===== config.mk =====
export PLATFORM = sky130hd
export DESIGN_NAME = axi_burst_addr
export DESIGN_NICKNAME = d
export VERILOG_FILES = /design/src/axi_mem_pkg.sv /design/src/axi_burst_addr.sv
export SDC_FILE = /design/constraint.sdc
export NUM_CORES = 1
export LEC_CHECK = 0
export BUFFER_PORTS_ARGS = -buffer_cell sky130_fd_sc_hd__buf_2
export CORE_UTILIZATION = 54
export DETAILED_ROUTE_END_ITERATION = 12
export GPL_ROUTABILITY_DRIVEN = 0
export PLACE_DENSITY = 0.75
export SYNTH_ARGS = -nofsm -noshare
export SYNTH_HDL_FRONTEND = slang
export SYNTH_SLANG_ARGS = --single-unit

===== constraint.sdc =====
create_clock -name aclk -period 4.4 [get_ports aclk]
set_input_delay 0.88 -clock aclk [delete_from_list [all_inputs] [get_ports aclk]]
set_output_delay 0.88 -clock aclk [all_outputs]
set_load 0.05 [all_outputs]

===== src/axi_mem_pkg.sv =====
package axi_mem_pkg;

    // ******************************
    // bus and memory geometry
    // ******************************
    localparam int id_w      = 4;
    localparam int addr_w    = 16;
    localparam int len_w     = 8;
    localparam int size_w    = 3;
    localparam int data_w    = 32;
    localparam int strb_w    = data_w / 8;
    localparam int lane_w    = $clog2(strb_w);
    localparam int mem_words = 1024;
    localparam int mem_aw    = $clog2(mem_words);
    localparam int cmd_depth = 4;
    localparam int cmd_ptr_w = $clog2(cmd_depth);

    // ******************************
    // AXI encodings
    // ******************************
    typedef enum logic [1:0] {
        burst_fixed = 2'b00,
        burst_incr  = 2'b01,
        burst_wrap  = 2'b10,
        burst_rsvd  = 2'b11
    } burst_e;

    typedef enum logic [1:0] {
        resp_okay   = 2'b00,
        resp_exokay = 2'b01,
        resp_slverr = 2'b10,
        resp_decerr = 2'b11
    } resp_e;

    // one queued address command, AW or AR
    typedef struct packed {
        logic [id_w-1:0]   id;
        logic [addr_w-1:0] addr;
        logic [len_w-1:0]  len;
        logic [size_w-1:0] size;
        burst_e            burst;
    } axi_cmd_t;

    // ******************************
    // controller states
    // ******************************
    typedef enum logic [1:0] {
        wr_idle,
        wr_data,
        wr_resp
    } wr_state_e;

    typedef enum logic [1:0] {
        rd_idle,
        rd_fetch,
        rd_beat
    } rd_state_e;

endpackage


===== src/axi_burst_addr.sv =====
`timescale 1ns/1ps

module axi_burst_addr import axi_mem_pkg::*; (
    input  logic              aclk,
    input  logic              rstn,
    input  logic              load,
    input  axi_cmd_t          cmd,
    input  logic              step,
    output logic [addr_w-1:0] addr,
    output logic              illegal
);

    logic [len_w-1:0]  len_q;
    logic [size_w-1:0] size_q;
    burst_e            burst_q;
    logic [addr_w-1:0] beat_bytes;
    logic [addr_w-1:0] wrap_mask;
    logic [addr_w-1:0] next_addr;
    logic              wrap_bad;
    logic              cmd_bad;

    assign beat_bytes = addr_w'(1) << size_q;
    // window of (len+1) beats, aligned to its own size
    assign wrap_mask  = ((addr_w'(len_q) + addr_w'(1)) << size_q) - addr_w'(1);

    always_comb begin
        case (burst_q)
            burst_incr: next_addr = addr + beat_bytes;
            burst_wrap: next_addr = (addr & ~wrap_mask) | ((addr + beat_bytes) & wrap_mask);
            default:    next_addr = addr;
        endcase
    end

    // legality of the incoming command
    assign wrap_bad = (cmd.burst == burst_wrap) &&
                      !(cmd.len inside {len_w'(1), len_w'(3), len_w'(7), len_w'(15)});
    assign cmd_bad  = wrap_bad || (cmd.size > size_w'(lane_w)) || (cmd.burst == burst_rsvd);

    always_ff @(posedge aclk or negedge rstn) begin
        if (!rstn) begin
            illegal <= 1'b0;
        end else if (load) begin
            illegal <= cmd_bad;
        end
    end

    always_ff @(posedge aclk) begin
        if (load) begin
            addr    <= cmd.addr;
            len_q   <= cmd.len;
            size_q  <= cmd.size;
            burst_q <= cmd.burst;
        end else if (step) begin
            addr <= next_addr;
        end
    end

endmodule


Word level (Yosys, flattened, before mapping)
Cells that the tools add are included.
- $add $sub $neg: 3
- order comparisons: 1
- equal/unequal tests: 8
- shifts and indexed selects: 2
- muxes and demuxes: 3
- bitwise logic cells: 4
- reduce and logical (&&, ||, !) cells: 8
- operator list (cell ; count):
    $and A16 B16 Y16 ; 2
    $mux W16 ; 2
    $pmux W16 S2 ; 1
    $add A16 B16 Y16 ; 1
    $not A16 Y16 ; 1
    $or A16 B16 Y16 ; 1
    $shl A1 B3 Y16 const A ; 1
    $shl A9 B3 Y16 ; 1
    $sub A16 B1 Y16 const B ; 1
    $add A8 B1 Y9 const B ; 1
    $eq A8 B1 Y1 const B ; 1
    $eq A8 B2 Y1 const B ; 1
    $eq A8 B3 Y1 const B ; 1
    $eq A8 B4 Y1 const B ; 1
    $eq A2 B2 Y1 const B ; 3
    $reduce_bool A4 Y1 ; 1
    $gt A3 B2 Y1 const B ; 1
    $reduce_bool A3 Y1 ; 1
    $eq A2 B1 Y1 const B ; 1
    $logic_or A1 B1 Y1 ; 2
    $reduce_and A2 Y1 ; 1
    $reduce_bool A2 Y1 ; 1
    $logic_and A1 B1 Y1 ; 1
    $logic_not A1 Y1 ; 1
- flip-flop bits (word level): 30
- input port bits: 37
- output and inout port bits: 17
- word-level logic and storage cells: 34

Depth between registers and ports, before layout
- word-level depth: 9
- gate-level depth with buffers: 16

Worst setup path before layout
Ideal clock, no wire load.
- path kind: reg2reg
- start point: register size_q[2]
- end point: register with a tool-made name
- library setup time: 271 ps
- data arrival time: 2947 ps
- required time: 4129 ps
- path slack: 1182 ps
- stages on the path, launching flop included: 15
- path through: edfxtp_1 > clkbuf_1 > clkbuf_1 > clkbuf_1 > nor2_1 > ha_1 > a21o_1 > a21o_1 > a2111oi_0 > nor3_1 > a41o_1 > nand3_1 > xnor2_1 > mux2i_1 > a21oi_1
- RTL lines (item ; RTL line ; text):
    start, declared ; axi_burst_addr.sv:14 ; logic [size_w-1:0] size_q;
    start signal, assigned ; axi_burst_addr.sv:51 ; size_q <= cmd.size;

==> impl_metrics.env <==
export IMPL_status="complete, no violations"
export IMPL_muxShareOfSynthArea_pct=1.95
export IMPL_yosys_register_bits=30
export IMPL_clock_skew_ps=13.7
export IMPL_maxSlewHeadroom_pct=50.9
export IMPL_grt_max_degree=47
export IMPL_critPathLaunchType="register"
export IMPL_grt_usage_pct=26.9
export IMPL_first_iter_violations=249
export IMPL_synth_common_cells="nor2_1, nand2_1, edfxtp_1, a21oi_1, o21ai_0"
export IMPL_drtPass1Iterations=5
export IMPL_grt_pass1_vias=2790
export IMPL_num_nets_final=455
export IMPL_clk_pin_slew_ps=80
export IMPL_cts_buffers=5
export IMPL_fp_row_count=27
export IMPL_async_flop_share_pct=3.33
export IMPL_grt_pass1_wl_um=12800
export IMPL_leakage_nw=1.38
export IMPL_syn_area_per_cell_sq_um=8.36
export IMPL_synth_top_family_by_area="compound AO/OA/AOI/OAI gates"
export IMPL_synthTopCellsByArea="edfxtp_1, a21oi_1, ha_1, nor2_1, nand2_1"
export IMPL_synth_area_sq_um=3090
export IMPL_post_synth_top_count_cell="nor2_1"
export IMPL_drv_cap=0
export IMPL_ir_worst_vdd_uv=208
export IMPL_critPathMaxFanout=9
export IMPL_clock_path_buffers=2
export IMPL_cts_tree="built"
export IMPL_vias=2994
export IMPL_tightest_slew_ps=735
export IMPL_drive_gt1_share_pct=17.9
export IMPL_hold_violations=0
export IMPL_wirelength_um=7730
export IMPL_final_max_slew_violation_count=0
export IMPL_worst_setup_path_type="reg2reg"
export IMPL_synth_compound_area_share_pct=27.6
export IMPL_synth_edf_count=29
export IMPL_syn_inst=369
export IMPL_synth_top_cell_area_share_pct=28.2
export IMPL_synth_cell_types=63
export IMPL_antenna_found_initial=0
export IMPL_dieArea_sq_um=6020
export IMPL_register_area_sq_um=896
export IMPL_power_density_nw_per_um2=320
export IMPL_pin_count=54
export IMPL_synth_xor_area_share_pct=7.34
export IMPL_postCtsSetupBuffers=0
export IMPL_cts_max_level=2
export IMPL_fin_util_pct=62.1
export IMPL_synthSimpleGateAreaFrac_pct=23.8
export IMPL_avgRoutedWirePerCell_um=16.1
export IMPL_ys_warn_count=0
export IMPL_ys_seq_area_share_pct=29.0
export IMPL_crit_path_end_kind="register"
export IMPL_multi_input_area_sq_um=2020
export IMPL_core_area_sq_um=5510
export IMPL_synth_adder_area_share_pct=4.70
export IMPL_rsz0062_at_grt="no"
export IMPL_fin_setup_tns_ps=0
export IMPL_period_minus_slack_ps=3660
export IMPL_initial_core_util_pct=56.0
export IMPL_fillerInstances=489
export IMPL_arrival_ps=3700
export IMPL_syn_to_final_growth_pct=10.8
export IMPL_root_buffer="clkbuf_8"
export IMPL_fin_crit_sh_pct=83.2
export IMPL_crit_required_ps=4440
export IMPL_drc_errors=0
export IMPL_vias_per_cell=6.24
export IMPL_syn_num_nets=417
export IMPL_antenna_cells=0
export IMPL_cts_repair_resized=0
export IMPL_overflow=0
export IMPL_die_h_um=77.6
export IMPL_cts_hold_fix_buffers=0
export IMPL_synth_ff_type="edfxtp_1"
export IMPL_io_buffer_count=49
export IMPL_fmax_ghz=0.273
export IMPL_clk_latency_ps=300
export IMPL_die_w_um=77.6
export IMPL_hold_path_class="in2async"
export IMPL_cts_sinks=30
export IMPL_ant_nets=0
export IMPL_synth_top_area_cell="edfxtp_1"
export IMPL_setup_violations=0
export IMPL_hpwl_um=5740
## worst max-delay path: stages, from the launching register on
cell	delay (ps)
edfxtp_1	520
ha_1	430
nand4_2	200
o211a_1	280
nor4_4	340
o2111ai_1	180
o21ai_1	130
or3b_1	400
or4_1	490
a311oi_1	370
nor2_1	80
## worst paths after layout
path | startpoint | endpoint | slack (ps) | cells after the start
worst max-delay path | len_q[1]$_DFFE_PP_ | register | 740 | 10
worst min register to register | illegal$_DFFE_PN0P_ | illegal$_DFFE_PN0P_ | 530 | 2
worst max register to register | len_q[1]$_DFFE_PP_ | register | 740 | 10
worst min-delay path | rstn | illegal$_DFFE_PN0P_ | 340 | 1
min in group aclk | illegal$_DFFE_PN0P_ | illegal$_DFFE_PN0P_ | 530 | 2
max in group asynchronous | rstn | illegal$_DFFE_PN0P_ | 3980 | 1
## cells by family after synthesis
group / count (synthesis)
xor+xnor: 25
fa+ha+maj: 11
flops: 30
simple gates: 141
compound gates: 122
buf+inv: 34
mux: 6
## layer usage
metal	global-route usage, %	vias up	wire length (um)
met5	0	-	0
met4	11.1	0	197
met3	3.76	19	435
met2	45.3	87	3680
met1	34.3	1411	3420
li1	-	1477	-
## metrics by stage
step                      cells  power [mW]  worst slack, ps  hold slack (ps)  area, sq um
final                       480        1.10              741              339         3420
after global routing        480        1.15              461              343         3420
after CTS                   480        1.09              761              338         3420
after detailed placement    472       0.872              785              515         3340
after global placement      472       0.862              814              507         3340
after floorplan             369       0.765             1180              584         3090
## area by class of cell
type / instances / share of cell area (%)
Clock buffer: 6 / 2.12
Sequential cell: 30 / 26.2
Timing Repair Buffer: 57 / 8.93
Multi-Input combinational cell: 305 / 59.0
Inverter: 8 / 0.878
Tap cell: 72 / 2.63
Clock inverter: 2 / 0.256
## where the power goes
group	leakage [nW]	total (mW)	switching [mW]	internal [mW]
Clock	0.0426	0.224	0.115	0.109
Combinational	1.03	0.476	0.309	0.167
Sequential	0.299	0.395	0.0359	0.359
Total	1.38	1.10	0.460	0.635
## cells in the final DEF (no fill, tap or decap), types with 3 or more instances in the layout
cell / count
o211ai_1: 6
nor3_1: 11
nor2b_1: 6
buf_4: 8
nand2_1: 31
o21ai_0: 21
o21ai_1: 6
buf_2: 49
or4_1: 3
nand2b_1: 8
nor2_1: 33
a21o_1: 12
nor4_1: 6
or3_1: 7
inv_1: 8
o21a_1: 5
o2111ai_1: 4
nand4_1: 3
a21boi_0: 3
mux2i_1: 6
edfxtp_1: 29
xor2_1: 11
a2111oi_0: 3
xnor2_1: 13
a311oi_1: 4
ha_1: 10
nand3_1: 16
a21oi_1: 25
clkbuf_8: 5
a211oi_1: 7
and2_1: 3
o211a_1: 5
No activity file was read; power rests on OpenSTA's default activity.
