==> src/axi_mem_pkg.sv <==
package axi_mem_pkg;

    // ******************************
    // bus and memory geometry
    // ******************************
    localparam int id_w      = 4;
    localparam int addr_w    = 16;
    localparam int len_w     = 8;
    localparam int size_w    = 3;
    localparam int data_w    = 32;
    localparam int strb_w    = data_w / 8;
    localparam int lane_w    = $clog2(strb_w);
    localparam int mem_words = 1024;
    localparam int mem_aw    = $clog2(mem_words);
    localparam int cmd_depth = 4;
    localparam int cmd_ptr_w = $clog2(cmd_depth);

    // ******************************
    // AXI encodings
    // ******************************
    typedef enum logic [1:0] {
        burst_fixed = 2'b00,
        burst_incr  = 2'b01,
        burst_wrap  = 2'b10,
        burst_rsvd  = 2'b11
    } burst_e;

    typedef enum logic [1:0] {
        resp_okay   = 2'b00,
        resp_exokay = 2'b01,
        resp_slverr = 2'b10,
        resp_decerr = 2'b11
    } resp_e;

    // one queued address command, AW or AR
    typedef struct packed {
        logic [id_w-1:0]   id;
        logic [addr_w-1:0] addr;
        logic [len_w-1:0]  len;
        logic [size_w-1:0] size;
        burst_e            burst;
    } axi_cmd_t;

    // ******************************
    // controller states
    // ******************************
    typedef enum logic [1:0] {
        wr_idle,
        wr_data,
        wr_resp
    } wr_state_e;

    typedef enum logic [1:0] {
        rd_idle,
        rd_fetch,
        rd_beat
    } rd_state_e;

endpackage

==> src/axi_cmd_fifo.sv <==
`timescale 1ns/1ps

module axi_cmd_fifo import axi_mem_pkg::*; (
    input  logic     aclk,
    input  logic     rstn,
    input  logic     push,
    input  axi_cmd_t push_cmd,
    input  logic     pop,
    output axi_cmd_t head,
    output logic     empty,
    output logic     full
);

    axi_cmd_t           entries [cmd_depth];
    logic [cmd_ptr_w:0] wptr;
    logic [cmd_ptr_w:0] rptr;
    logic               ptr_full;
    logic               alive;
    logic               do_push;
    logic               do_pop;

    // extra msb tells full from empty
    assign ptr_full = (wptr[cmd_ptr_w] != rptr[cmd_ptr_w]) &&
                      (wptr[cmd_ptr_w-1:0] == rptr[cmd_ptr_w-1:0]);

    // reads as full until the first edge after reset
    assign full    = ptr_full || !alive;
    assign empty   = (wptr == rptr);
    assign do_push = push && !full;
    assign do_pop  = pop && !empty;
    assign head    = entries[rptr[cmd_ptr_w-1:0]];

    always_ff @(posedge aclk or negedge rstn) begin
        if (!rstn) begin
            wptr  <= '0;
            rptr  <= '0;
            alive <= 1'b0;
        end else begin
            alive <= 1'b1;
            if (do_push) begin
                wptr <= wptr + 1'b1;
            end
            if (do_pop) begin
                rptr <= rptr + 1'b1;
            end
        end
    end

    always_ff @(posedge aclk) begin
        if (do_push) begin
            entries[wptr[cmd_ptr_w-1:0]] <= push_cmd;
        end
    end

endmodule

==> config.mk <==
export PLATFORM = sky130hd
export DESIGN_NAME = axi_cmd_fifo
export DESIGN_NICKNAME = d
export VERILOG_FILES = /design/src/axi_mem_pkg.sv /design/src/axi_cmd_fifo.sv
export SDC_FILE = /design/constraint.sdc
export NUM_CORES = 1
export LEC_CHECK = 0
export BUFFER_PORTS_ARGS = -buffer_cell sky130_fd_sc_hd__buf_2
export CORE_MARGIN = 2
export CORE_UTILIZATION = 30
export DETAILED_ROUTE_END_ITERATION = 7
export HOLD_SLACK_MARGIN = 0.05
export PLACE_DENSITY = 0.59
export REMOVE_ABC_BUFFERS = 1
export SYNTH_ARGS = -nofsm -noshare
export SYNTH_HDL_FRONTEND = slang
export SYNTH_SLANG_ARGS = --single-unit
==> constraint.sdc <==
create_clock -name aclk -period 2.6 [get_ports aclk]
set_input_delay 0.13 -clock aclk [delete_from_list [all_inputs] [get_ports aclk]]
set_output_delay 0.13 -clock aclk [all_outputs]
set_load 0.01 [all_outputs]
### After elaboration in Yosys (flattened, before gate mapping)

Memories as Yosys holds them, arrays and structs flattened.
Index checks and enable logic that the tools add are counted.

| operators by class | value |
|---|---|
| eq/ne operators | 3 |
| muxes and demuxes | 2 |
| add/subtract/negate cells | 2 |
| reductions and logical operators | 7 |

Operators with widths:

| cell | number |
|---|---|
| 3-bit by 1-bit adder with 3-bit output (second input constant) | 2 |
| 3-bit equality test | 1 |
| 1-bit logical AND | 3 |
| 1-bit logical NOT | 3 |
| 2-bit equality test | 1 |
| 1-bit two-way mux | 2 |
| 1-bit logical OR | 1 |
| 1-bit inequality test | 1 |

| storage, ports and cells | value |
|---|---|
| memories | 1 |
| memory bits (writable) | 132 |
| word-level logic and storage cells | 18 |
| input bits | 37 |
| register bits after elaboration | 7 |
| output and inout bits | 35 |

Memory list:

| memory | words | width | rd ports | clocked after memory_dff | wr ports | line | RTL |
|---|---|---|---|---|---|---|---|
| entries | 4 | 33 | 1 | 0 | 1 | axi_cmd_fifo.sv:14 | `axi_cmd_t entries [cmd_depth];` |

### Longest topological paths before layout

| depth | value |
|---|---|
| depth after elaboration | 7 |
| gate-level depth with buffers | 4 |

### Worst setup path before layout

No wires, ideal clock.

| timing path | value |
|---|---|
| path type | register to register |
| start | register rptr[0] |
| end | memory entries[3][0] in the netlist's numbering, enable pin |
| stages on the path, launching flop included | 4 |
| path buffers | 1 |
| arrival | 1.861 ns |
| setup slack | 0.332 ns |
| clock period less this slack | 2.268 ns |
| path through | dfrtp_1 buf_6 xnor2_4 a31oi_2 |

| on the way | value |
|---|---|
| longest elaborated chain between the ends | 7 |

Ends and longest elaborated chain:

| item | line | RTL |
|---|---|---|
| from (decl) | axi_cmd_fifo.sv:16 | `logic [cmd_ptr_w:0] rptr;` |
| from (signal assigned) | axi_cmd_fifo.sv:44 | `rptr <= rptr + 1'b1;` |
| 2-bit equality test | axi_cmd_fifo.sv:24 | `(wptr[cmd_ptr_w-1:0] == rptr[cmd_ptr_w-1:0]);` |
| 1-bit logical AND | axi_cmd_fifo.sv:23 | `assign ptr_full = (wptr[cmd_ptr_w] != rptr[cmd_ptr_w]) &&` |
| 1-bit logical OR | axi_cmd_fifo.sv:27 | `assign full = ptr_full \|\| !alive;` |
| 1-bit logical NOT | axi_cmd_fifo.sv:29 | `assign do_push = push && !full;` |
| 1-bit logical AND | axi_cmd_fifo.sv:29 |  |
| 1-bit two-way mux | axi_cmd_fifo.sv:50 | `if (do_push) begin` |
| 1-bit two-way mux (implied by the code) | axi_cmd_fifo.sv:51 | `entries[wptr[cmd_ptr_w-1:0]] <= push_cmd;` |
| to (decl) | axi_cmd_fifo.sv:14 |  |

Every way passes these cells.

==> results.ini <==
[logic_synthesis]
yosys.area.top_type_share_pct=74.72
yosys-top-cells-count=132 x sky130_fd_sc_hd__edfxtp_1, 31 x sky130_fd_sc_hd__mux4_2, 7 x sky130_fd_sc_hd__dfrtp_1
postSynth.asyncResetShare_pct=5.036
synth-seq-cells=139
synth-warning-count=0
synth-seq-area-share_pct=78.02
synth_top_family_by_area=multiplexers
yosys.area_share.adder_pct=1.179
synthDominantAreaCellType=sky130_fd_sc_hd__edfxtp_1
synth_compound_gate_area_share_pct=1.557
simple_gate_area_share_of_the_yosys_netlist_pct=1.792
syn-mean-instance-area_um2=23.90
synth.area.mux_share_pct=14.15
synth_top_flop_cell=sky130_fd_sc_hd__edfxtp_1
count_leader_synth=sky130_fd_sc_hd__edfxtp_1
post_synth_main_area_contributors=sky130_fd_sc_hd__edfxtp_1 75%, sky130_fd_sc_hd__mux4_2 13%, sky130_fd_sc_hd__dfrtp_1 3.3%
synth-xor-area-share_pct=1.792
cell_variety_after_synth=31
netlist_instances=222
synth-edff-count=132
synth.cell_area_um2=5305

[power]
power.ir.vdd_worst_mv=0.6859
powerDensity_nw_per_um2=1031
power_leakage_nw=2.342

[routing]
remaining_drc_errors=0
wl_per_cell_um=17.02
vias_per_std_cell=4.428
drtPass1Iterations=4
detailed_route_wire_length_um=9823
final_antenna_net_count=0
detail_route.iter0.violations=118
vias=2555

[cts]
ctsLongestPathBuffers=2
clock_tree_from_tritoncts=yes
cts.hold.buffers_added=36
worst_setup_hold_path_clk_slew_ns=0.05
cts_num_sinks=139
cell_chosen_for_the_clock_root=sky130_fd_sc_hd__clkbuf_16
cts_resized=0
clock_latency_ns=0.41
post_cts_buffers=0
cts_max_level=4
numCtsBuffers=17

[timing]
part_of_the_cycle_the_worst_path_needs_pct=92.74
finalMaxSlewViolations=0
rsz_0062_raised_after_global_routing=no
final_hold_viol_count=0
final.setup.tns_ns=0
fmaxAchievable_mhz=414.7
postLayoutSetupSlackWorst_ns=0.1888
worst_margin_pin_slew_ns=0.9432
period_minus_slack_ns=2.411
worst_max_slew_margin_expressed_relative_to_the_limit_pct=37.12
timing.final.setup_violations=0
skew_ns=0.004277

[global_route]
grt_pass1_vias=2825
grt_max_degree=39
grt_pass1_wl_um=15120
antenna_violations_before_repair=1
grtUsageTotal_pct=11.51
globalRoute.totalOverflow=0

[placement]
dp_hpwl_um=5926
place_congestion=0.7142
numPortBuffers=71
placed_cells=514
dpl_worst_slack_ns=0.4050

[worst_setup_path]
standard_cell_with_the_maximum_stage_delay_on_the_critical_path=sky130_fd_sc_hd__mux4_1
worst-r2r-setup-slack_ns=0.46
critPathRequiredTime_ns=2.47
critical_register_to_register_path_endpoint=entries[1][23]$_DFFE_PP_
count_of_buffer_and_inverter_cells_on_the_critical_path=2
critical_path_arrival_ns=2.28
start_kind=flop
timing.critical_path.fanout_max=36
critPathCaptureType=primary output
r2r_start=wptr[0]$_DFFE_PN0P_
crit_path_max_incr_delay_ns=0.68
worst_path_cell_chain=buf_4, mux4_1, buf_2
ff2ff_path_depth=3
path_class=flop to primary output
cpLargestDelayFamily=buffers and inverters

[hold_path]
hp-class=input pin to async pin

[cells_and_area]
syn2layout_area_growth_pct=28.16
final-instance-count-excl-fill=577
postLayoutCoreUtil_pct=39.31
nets=386
drive_gt1_share_pct=39.03

[floorplanning]
fp.coreArea_um2=17300
die-area_um2=18760
fp-row-count=48
die_width_um=137.0
die_h_um=137.0
floorplan.io_pins=72
floorplan.initialDensity_pct=30.67

[outcome]
run_status=completed

[flow_run]
timing.max_cap.violations=0

per-stage QoR:
step	hold slack, ns	power (W)	cell area [µm²]
final	0.07928	0.007007	6799
after global routing	0.09538	0.007374	6799
after detailed placement	-0.03181	0.004940	5922
after CTS	0.05570	0.007131	6797
after floorplan	-0.1656	0.004212	5240
after global placement	-0.03571	0.004924	5922
worst register-to-register path: cells and delay by family, from the launching register on:
family	cells	cell delay [ns]
xor gates and xnor gates	1	0.23
DFF	1	0.48
AOI/OAI and AO/OA	1	0.24
and+or+nand+nor	1	0.80
where the power goes:
part / internal [W] / total, W / switching, W
Clock: 0.00136 / 0.00214 / 0.000775
Combinational: 0.000909 / 0.00198 / 0.00107
Sequential: 0.00277 / 0.00289 / 0.000120
area by class of cell:
type                       count  area (µm²)
antenna                        1       2.502
clock inverter                 6       77.57
tap                          225       281.5
sequential                   139        4141
multi-input combinational     72        1102
fill                        1617       10500
timing repair buffer         111       745.7
clock buffer                  20       436.7
inverter                       3       11.26
state kept, by name, indices dropped and copies added, names as in the netlist:
name	cells
entries	132
rptr	3
alive	1
wptr	3
logic make-up after synthesis:
group	after synthesis
compound gates	9
mux	33
simple gates	17
other cells	1
fa+ha+maj	5
flops	139
xor+xnor	7
buf+inv	11
placed cells by master, fill, tap and decap left out, drive strengths merged, types with 2 or more instances in the layout:
| master | count |
|---|---|
| ha | 5 |
| xor2 | 3 |
| a31oi | 3 |
| clkbuf | 20 |
| inv | 3 |
| nor4b | 2 |
| buf | 75 |
| and2 | 3 |
| nand3 | 4 |
| dfrtp | 7 |
| mux4 | 33 |
| xnor2 | 4 |
| nand2 | 4 |
| edfxtp | 132 |
| clkinv | 4 |
| dlygate4sd3 | 36 |
| bufinv | 2 |
worst max path at each step:
stage / start / end / cells after the start
6_report: rptr[0]$_DFFE_PN0P_ / head[0] / 3
4_1_cts: rptr[0]$_DFFE_PN0P_ / head[0] / 3
2_1_floorplan: rptr[0]$_DFFE_PN0P_ / entries[3][0]$_DFFE_PP_ / 2
5_1_grt: rptr[0]$_DFFE_PN0P_ / head[0] / 3
3_5_place_dp: wptr[0]$_DFFE_PN0P_ / entries[1][19]$_DFFE_PP_ / 3
3_3_place_gp: wptr[0]$_DFFE_PN0P_ / entries[0][19]$_DFFE_PP_ / 3
per-layer routing:
layer	wire length (µm)	track usage, %
met5	0	0
met4	166	5.842
met3	443	3.444
met2	5223	20.20
met1	3990	12.57
(Power assumes the default switching activity.)
