--- src/axi_mem_pkg.sv ---
package axi_mem_pkg;

    // ******************************
    // bus and memory geometry
    // ******************************
    localparam int id_w      = 4;
    localparam int addr_w    = 16;
    localparam int len_w     = 8;
    localparam int size_w    = 3;
    localparam int data_w    = 32;
    localparam int strb_w    = data_w / 8;
    localparam int lane_w    = $clog2(strb_w);
    localparam int mem_words = 1024;
    localparam int mem_aw    = $clog2(mem_words);
    localparam int cmd_depth = 4;
    localparam int cmd_ptr_w = $clog2(cmd_depth);

    // ******************************
    // AXI encodings
    // ******************************
    typedef enum logic [1:0] {
        burst_fixed = 2'b00,
        burst_incr  = 2'b01,
        burst_wrap  = 2'b10,
        burst_rsvd  = 2'b11
    } burst_e;

    typedef enum logic [1:0] {
        resp_okay   = 2'b00,
        resp_exokay = 2'b01,
        resp_slverr = 2'b10,
        resp_decerr = 2'b11
    } resp_e;

    // one queued address command, AW or AR
    typedef struct packed {
        logic [id_w-1:0]   id;
        logic [addr_w-1:0] addr;
        logic [len_w-1:0]  len;
        logic [size_w-1:0] size;
        burst_e            burst;
    } axi_cmd_t;

    // ******************************
    // controller states
    // ******************************
    typedef enum logic [1:0] {
        wr_idle,
        wr_data,
        wr_resp
    } wr_state_e;

    typedef enum logic [1:0] {
        rd_idle,
        rd_fetch,
        rd_beat
    } rd_state_e;

endpackage

--- src/axi_mem_ctrl.sv ---
`timescale 1ns/1ps

module axi_mem_ctrl import axi_mem_pkg::*; (
    input  logic            aclk,
    input  logic            rstn,
    input  axi_cmd_t        aw_head,
    input  logic            aw_empty,
    input  logic            wvalid,
    input  logic            wlast,
    input  logic            bready,
    input  logic            w_illegal,
    input  axi_cmd_t        ar_head,
    input  logic            ar_empty,
    input  logic            rready,
    input  logic            r_illegal,
    output logic            aw_pop,
    output logic            wready,
    output logic            bvalid,
    output logic [id_w-1:0] bid,
    output resp_e           bresp,
    output logic            w_load,
    output logic            w_step,
    output logic            mem_we,
    output logic            ar_pop,
    output logic            rvalid,
    output logic            rlast,
    output logic [id_w-1:0] rid,
    output resp_e           rresp,
    output logic            r_load,
    output logic            r_step,
    output logic            mem_re
);

    wr_state_e        wr_state;
    wr_state_e        wr_next;
    rd_state_e        rd_state;
    rd_state_e        rd_next;
    logic [len_w-1:0] beat_cnt;
    logic             w_hs;
    logic             r_hs;

    // ******************************
    // write side
    // ******************************
    assign wready = (wr_state == wr_data);
    assign bvalid = (wr_state == wr_resp);
    assign w_hs   = wvalid && wready;
    assign w_load = (wr_state == wr_idle) && !aw_empty;
    assign w_step = w_hs;
    // illegal bursts drain W without touching memory
    assign mem_we = w_hs && !w_illegal;
    assign aw_pop = bvalid && bready;
    assign bid    = aw_head.id;
    assign bresp  = w_illegal ? resp_slverr : resp_okay;

    always_comb begin
        wr_next = wr_state;
        case (wr_state)
            wr_idle: begin
                if (!aw_empty) begin
                    wr_next = wr_data;
                end
            end
            wr_data: begin
                if (w_hs && wlast) begin
                    wr_next = wr_resp;
                end
            end
            wr_resp: begin
                if (bready) begin
                    wr_next = wr_idle;
                end
            end
            default: wr_next = wr_idle;
        endcase
    end

    // ******************************
    // read side
    // ******************************
    assign r_load = (rd_state == rd_idle) && !ar_empty;
    assign mem_re = (rd_state == rd_fetch);
    assign rvalid = (rd_state == rd_beat);
    assign rlast  = rvalid && (beat_cnt == ar_head.len);
    assign r_hs   = rvalid && rready;
    assign r_step = r_hs;
    assign ar_pop = r_hs && rlast;
    assign rid    = ar_head.id;
    assign rresp  = r_illegal ? resp_slverr : resp_okay;

    always_comb begin
        rd_next = rd_state;
        case (rd_state)
            rd_idle: begin
                if (!ar_empty) begin
                    rd_next = rd_fetch;
                end
            end
            rd_fetch: rd_next = rd_beat;
            rd_beat: begin
                if (r_hs) begin
                    rd_next = rlast ? rd_idle : rd_fetch;
                end
            end
            default: rd_next = rd_idle;
        endcase
    end

    always_ff @(posedge aclk or negedge rstn) begin
        if (!rstn) begin
            wr_state <= wr_idle;
            rd_state <= rd_idle;
            beat_cnt <= '0;
        end else begin
            wr_state <= wr_next;
            rd_state <= rd_next;
            // beats already handed over in this read burst
            if (r_load) begin
                beat_cnt <= '0;
            end else if (r_step) begin
                beat_cnt <= beat_cnt + len_w'(1);
            end
        end
    end

endmodule

--- config.mk ---
export PLATFORM = sky130hd
export DESIGN_NAME = axi_mem_ctrl
export DESIGN_NICKNAME = d
export VERILOG_FILES = /design/src/axi_mem_pkg.sv /design/src/axi_mem_ctrl.sv
export SDC_FILE = /design/constraint.sdc
export NUM_CORES = 1
export LEC_CHECK = 0
export ABC_AREA = 1
export BUFFER_PORTS_ARGS = -buffer_cell sky130_fd_sc_hd__buf_2
export CORE_MARGIN = 4
export CORE_UTILIZATION = 30
export DETAILED_ROUTE_END_ITERATION = 10
export GPL_TIMING_DRIVEN = 0
export PLACE_DENSITY = 0.73
export SLEW_MARGIN = 20
export SYNTH_ARGS = -nofsm -noshare
export SYNTH_HDL_FRONTEND = slang
export SYNTH_SLANG_ARGS = --single-unit
export TNS_END_PERCENT = 100
--- constraint.sdc ---
create_clock -name aclk -period 1.1 [get_ports aclk]
set_input_delay 0.22 -clock aclk [delete_from_list [all_inputs] [get_ports aclk]]
set_output_delay 0.22 -clock aclk [all_outputs]
set_load 0.1 [all_outputs]
# --- Yosys cells after proc, flatten, opt, wreduce, memory -nomap -nowiden ---
# Index checks and enable logic that the tools add are counted.
op_classes:
  add_sub_neg: 1
  mul: 0
  div: 0
  order_cmp: 0
  n_eq_ne: 10
  shift: 0
  n_mux: 12
  n_bitwise: 0
  reduce_logical: 17
ops:
  columns: ["cell", "count"]
  rows:
  - ["$mux W8", 2]
  - ["$mux W2", 7]
  - ["$pmux W2 S3", 2]
  - ["$logic_and A1 B1 Y1", 9]
  - ["$add A8 B1 Y8 const B", 1]
  - ["$eq A8 B8 Y1", 1]
  - ["$ne A2 B2 Y1 const B", 3]
  - ["$eq A2 B1 Y1 const B", 2]
  - ["$eq A2 B2 Y1 const B", 2]
  - ["$logic_not A2 Y1", 2]
  - ["$ne A2 B1 Y1 const B", 2]
  - ["$logic_not A1 Y1", 3]
  - ["$reduce_and A3 Y1", 1]
  - ["$reduce_and A2 Y1", 1]
  - ["$reduce_bool A2 Y1", 1]
  - ["$mux W1", 1]
totals:
  reg_bits: 12
  latch_bits: 0
  ramBits: 0
  rom_bits: 0
  inputBits: 76
  output_inout_bits: 24
  word_cells: 43
  memories: 0

# --- Depth between registers and ports, before layout ---
depth:
  ltp_word: 5
  mapped_depth: 8

# --- Worst setup path after synthesis ---
# No wires, ideal clock.
synth_timing:
  kind: "register -> output"
  from: "register wr_state[0]"
  to: "output port mem_we"
  arrival_ns: 4.008
  required_ns: 0.880
  setup_slack_ns: -3.128
  stages_incl_launch_ff: 5
  cell_sequence: "dfrtp_1 > inv_1 > nor2_1 > inv_1 > nor3_1"
synth_between:
  elab_chain_cells: 3
synth_rtl:
  columns: ["element", "line_no", "text"]
  rows:
  - ["start: declaration", "axi_mem_ctrl.sv:34", "wr_state_e wr_state;"]
  - ["start signal: assignment", "axi_mem_ctrl.sv:111", "wr_state <= wr_idle;"]
  - ["start signal: assignment", "axi_mem_ctrl.sv:115", "wr_state <= wr_next;"]
  - ["$eq A2 B1 Y1", "axi_mem_ctrl.sv:45", "assign wready = (wr_state == wr_data);"]
  - ["net wready", "axi_mem_ctrl.sv:17", "output logic wready,"]
  - ["$logic_and A1 B1 Y1", "axi_mem_ctrl.sv:47", "assign w_hs = wvalid && wready;"]
  - ["$logic_and A1 B1 Y1", "axi_mem_ctrl.sv:51", "assign mem_we = w_hs && !w_illegal;"]
  - ["end: declaration", "axi_mem_ctrl.sv:23", "output logic mem_we,"]
# The timed path passes the listed nets, and every way through them passes these cells.

# --- Final worst setup path ---
layout_timing:
  from: "register beat_cnt[7]"
  to: "output port ar_pop"
layout_between:
  elab_chain_cells: 3
layout_rtl:
  columns: ["element", "line_no", "text"]
  rows:
  - ["start: declaration", "axi_mem_ctrl.sv:38", "logic [len_w-1:0] beat_cnt;"]
  - ["start signal: assignment", "axi_mem_ctrl.sv:121", "beat_cnt <= beat_cnt + len_w'(1);"]
  - ["$eq A8 B8 Y1", "axi_mem_ctrl.sv:84", "assign rlast = rvalid && (beat_cnt == ar_head.len);"]
  - ["$logic_and A1 B1 Y1", "axi_mem_ctrl.sv:84", null]
  - ["$logic_and A1 B1 Y1", "axi_mem_ctrl.sv:87", "assign ar_pop = r_hs && rlast;"]
  - ["end: declaration", "axi_mem_ctrl.sv:24", "output logic ar_pop,"]
# No other way between the ends.

==> load_flow_metrics.sql <==
INSERT INTO impl_metrics (metric_group, metric, value, unit) VALUES
('cells_and_area', 'layout-area-overhead-vs-synth', '111', '%'),
('timing', 'final_setup_violation_count', '23', ''),
('setup_path', 'arrival_worst_endpoint', '1560', 'ps'),
('setup_path', 'worst_r2r_endpoint', 'beat_cnt[7]', ''),
('synthesis', 'synth.top_cell.area_share', '33.9', '%'),
('setup_path', 'critical_path_buf_inv_count', '1', ''),
('placed_design', 'place_congestion', '0.718', ''),
('setup_path', 'worst_path_largest_cell_delay', '420', 'ps'),
('placed_design', 'instance_area_after_placement', '0.00120', 'mm²'),
('cells_and_area', 'share_of_cells_above_drive_strength_1', '67.1', '%'),
('job', 'cap_viol_max_count', '0', ''),
('setup_path', 'worst_ep_required_time', '880', 'ps'),
('timing', 'setup_ws', '-680', 'ps'),
('synthesis', 'yosys.cell_count.top_type', 'sky130_fd_sc_hd__nand2_1', ''),
('setup_path', 'end_kind', 'primary output', ''),
('drt', 'postRouteWirelength', '2950', 'µm'),
('power', 'fin_total_pwr', '4.12', 'mW'),
('setup_path', 'critical_path.max_fanout', '3', ''),
('clock_tree', 'clock_sink_count', '12', ''),
('clock_tree', 'h-tree-depth', '1', ''),
('timing', 'min_period_over_period', '162', '%'),
('die', 'initial_utilization', '31.8', '%'),
('setup_path', 'critical_path.startpoint_type', 'flip-flop', ''),
('setup_path', 'r2r_setup_slack', '-400', 'ps'),
('die', 'fp.dieArea', '0.00388', 'mm²'),
('timing', 'finalHoldWorstSlack', '152', 'ps'),
('global_route', 'grt.met2_usage', '27.2', '%'),
('synthesis', 'netlist.top_cell.by_area', 'sky130_fd_sc_hd__dfrtp_1', ''),
('die', 'die-height', '62.3', 'µm'),
('setup_path', 'rr_worst_depth', '10', ''),
('clock_tree', 'cts_buffer_depth', '2', ''),
('cells_and_area', 'final-instance-count-excl-fill', '238', ''),
('setup_path', 'critical_path_cell_with_the_highest_stage_delay', 'sky130_fd_sc_hd__dfrtp_1', ''),
('global_route', 'grt_use_met3', '5.05', '%'),
('outcome', 'run_status', 'complete, but fails checks', ''),
('die', 'die_width', '62.3', 'µm'),
('clock_tree', 'clkSlewWorstSetupHoldPaths', '80', 'ps'),
('setup_path', 'crit_start', 'beat_cnt[7]', ''),
('drt', 'route.vias.total', '1103', ''),
('die', 'ioPinCount', '100', ''),
('die', 'num_rows', '19', ''),
('hold_path', 'hold_class', 'in -> reg', ''),
('setup_path', 'timing.setup.critical_path_class', 'reg -> out', ''),
('timing', 'timing_max_transition_violations_final', '0', ''),
('setup_path', 'cp_delay_by_family_top', 'simple AND/OR/NAND/NOR gates', ''),
('setup_path', 'count_of_cell_instances_traversed_by_the_critical_path', '6', ''),
('drt', 'detail_route.first_pass.iterations', '4', ''),
('clock_tree', 'cts_root_buffer', 'sky130_fd_sc_hd__clkbuf_4', ''),
('cells_and_area', 'postLayoutCoreUtil', '67.1', '%'),
('synthesis', 'synthesis.yosys.warnings', '0', ''),
('setup_path', 'path_cells', 'xnor2_1 -> nand2_1 -> nor2_2 -> nand2_2 -> nor2_4 -> buf_12', ''),
('placed_design', 'preCtsSetupSlack', '-701', 'ps'),
('placed_design', 'placed_cells', '200', ''),
('drt', 'first_iter_violations', '13', ''),
('clock_tree', 'tritoncts.num_buffers', '3', ''),
('cells_and_area', 'diodes', '0', ''),
('synthesis', 'synth_common_cells', '35 x sky130_fd_sc_hd__nand2_1, 22 x sky130_fd_sc_hd__inv_1, 13 x sky130_fd_sc_hd__nor2_1', ''),
('timing', 'grt_setup_unrepaired', 'yes', ''),
('synthesis', 'post_synth_edffs', '0', ''),
('placed_design', 'io_buffers', '38', ''),
('clock_tree', 'cts_tree', 'built', ''),
('outcome', 'failed_checks', 'negative setup slack', ''),
('drt', 'drc', '0', ''),
('setup_path', 'worst_r2r_startpoint', 'rd_state[1]', ''),
('global_route', 'grt_remaining_overflow', '0', ''),
('cells_and_area', 'final_net_count', '285', ''),
('timing', 'achievable-frequency', '562', 'MHz'),
('timing', 'tns', '-8310', 'ps'),
('drt', 'final_antenna_violating_net_count', '0', ''),
('global_route', 'grt_max_degree', '13', ''),
('global_route', 'met1_usage', '15.1', '%');
state kept, by name (all words and copies together), names as in the netlist:
register  count
wr_state      2
rd_state      2
beat_cnt      8
placed cells by master, fill, tap and decap left out:
cell type,synthesis,routed
sky130_fd_sc_hd__a21oi_1,4,3
sky130_fd_sc_hd__inv_2,1,8
sky130_fd_sc_hd__nor2_1,13,3
sky130_fd_sc_hd__nor3_4,0,2
sky130_fd_sc_hd__buf_12,0,13
sky130_fd_sc_hd__nand3_1,6,2
sky130_fd_sc_hd__nand2_8,0,1
sky130_fd_sc_hd__xnor2_1,4,4
sky130_fd_sc_hd__buf_6,0,19
sky130_fd_sc_hd__nor3_2,0,1
sky130_fd_sc_hd__conb_1,1,2
sky130_fd_sc_hd__o21ai_1,0,2
sky130_fd_sc_hd__a21oi_2,0,1
sky130_fd_sc_hd__ha_2,0,1
sky130_fd_sc_hd__clkinvlp_4,0,2
sky130_fd_sc_hd__o21bai_1,1,1
sky130_fd_sc_hd__inv_6,0,1
sky130_fd_sc_hd__nor2_4,2,9
sky130_fd_sc_hd__nand2_2,1,6
sky130_fd_sc_hd__buf_2,1,26
sky130_fd_sc_hd__nand2_1,35,27
sky130_fd_sc_hd__dlygate4sd3_1,0,1
sky130_fd_sc_hd__nand3_2,1,5
sky130_fd_sc_hd__dfrtp_1,12,9
sky130_fd_sc_hd__o21ai_2,0,4
sky130_fd_sc_hd__clkbuf_4,0,3
sky130_fd_sc_hd__nand2_4,1,3
sky130_fd_sc_hd__buf_4,12,26
sky130_fd_sc_hd__nor2_2,1,4
sky130_fd_sc_hd__dfrtp_2,0,3
sky130_fd_sc_hd__inv_1,22,12
sky130_fd_sc_hd__clkbuf_8,0,1
sky130_fd_sc_hd__nand4_1,2,2
report_power, final:
| part | switching [mW] | leakage [nW] | internal, mW | total [mW] |
|---|---|---|---|---|
| sequential | 0.0933 | 0.156 | 0.525 | 0.619 |
| combinational | 1.89 | 0.734 | 1.24 | 3.13 |
| clock | 0.166 | 0.0210 | 0.202 | 0.367 |
| total | 2.15 | 0.911 | 1.97 | 4.12 |
worst min path at each step:
stage,startpoint,endpoint,slack [ps],depth (start not counted)
after floorplan,rstn,beat_cnt[0],-80,0
after global placement,rstn,beat_cnt[5],110,1
after detailed placement,rstn,beat_cnt[3],120,1
after CTS,wlast,wr_state[1],150,3
after global routing,aw_empty,wr_state[0],150,2
final,aw_empty,wr_state[0],150,2
routing by layer:
metal	vias to the layer above	wire, µm
li1	540	-
met1	501	1040
met2	51	1550
met3	11	257
met4	0	104
met5	-	0
cell type report:
| cell class | count | area (µm²) |
|---|---|---|
| fill | 224 | 915 |
| sequential | 12 | 304 |
| timing repair buffer | 73 | 719 |
| tap | 31 | 38.8 |
| buffer | 12 | 90.1 |
| clock buffer | 4 | 36.3 |
| multi-input combinational | 83 | 579 |
| inverter | 23 | 98.8 |
what timing repair did:
item | in CTS | in global routing
hold buffers | 1 | 0
setup buffers | 25 | 17
pin swaps | 24 | 20
setup endpoints to repair | 21 | 23
resized for setup | 81 | 32
hold endpoints to repair | 12 | 0
worst register-to-register path, stage by stage (launching register included):
cell	delay [ps]
sky130_fd_sc_hd__dfrtp_1	390
sky130_fd_sc_hd__inv_2	60
sky130_fd_sc_hd__nor2_4	150
sky130_fd_sc_hd__nand2_4	90
sky130_fd_sc_hd__buf_6	120
sky130_fd_sc_hd__buf_6	120
sky130_fd_sc_hd__buf_12	120
sky130_fd_sc_hd__nand2_8	70
sky130_fd_sc_hd__nand3_2	100
sky130_fd_sc_hd__nand2_1	110
sky130_fd_sc_hd__nor2_1	50
logic make-up (layout without fill, tap and decap cells):
kind of cell               after synthesis  in the layout  synth area share (%)
AOI/OAI and AO/OA                       11             11                  6.51
xor gates and xnor gates                 4              4                  3.96
adders and majority gates                1              1                  1.41
buffers and inverters                   36            112                  20.5
DFF                                     12             12                  33.9
other                                    1              2                 0.424
and+or+nand+nor                         65             65                  33.2
(Power assumes the default switching activity.)
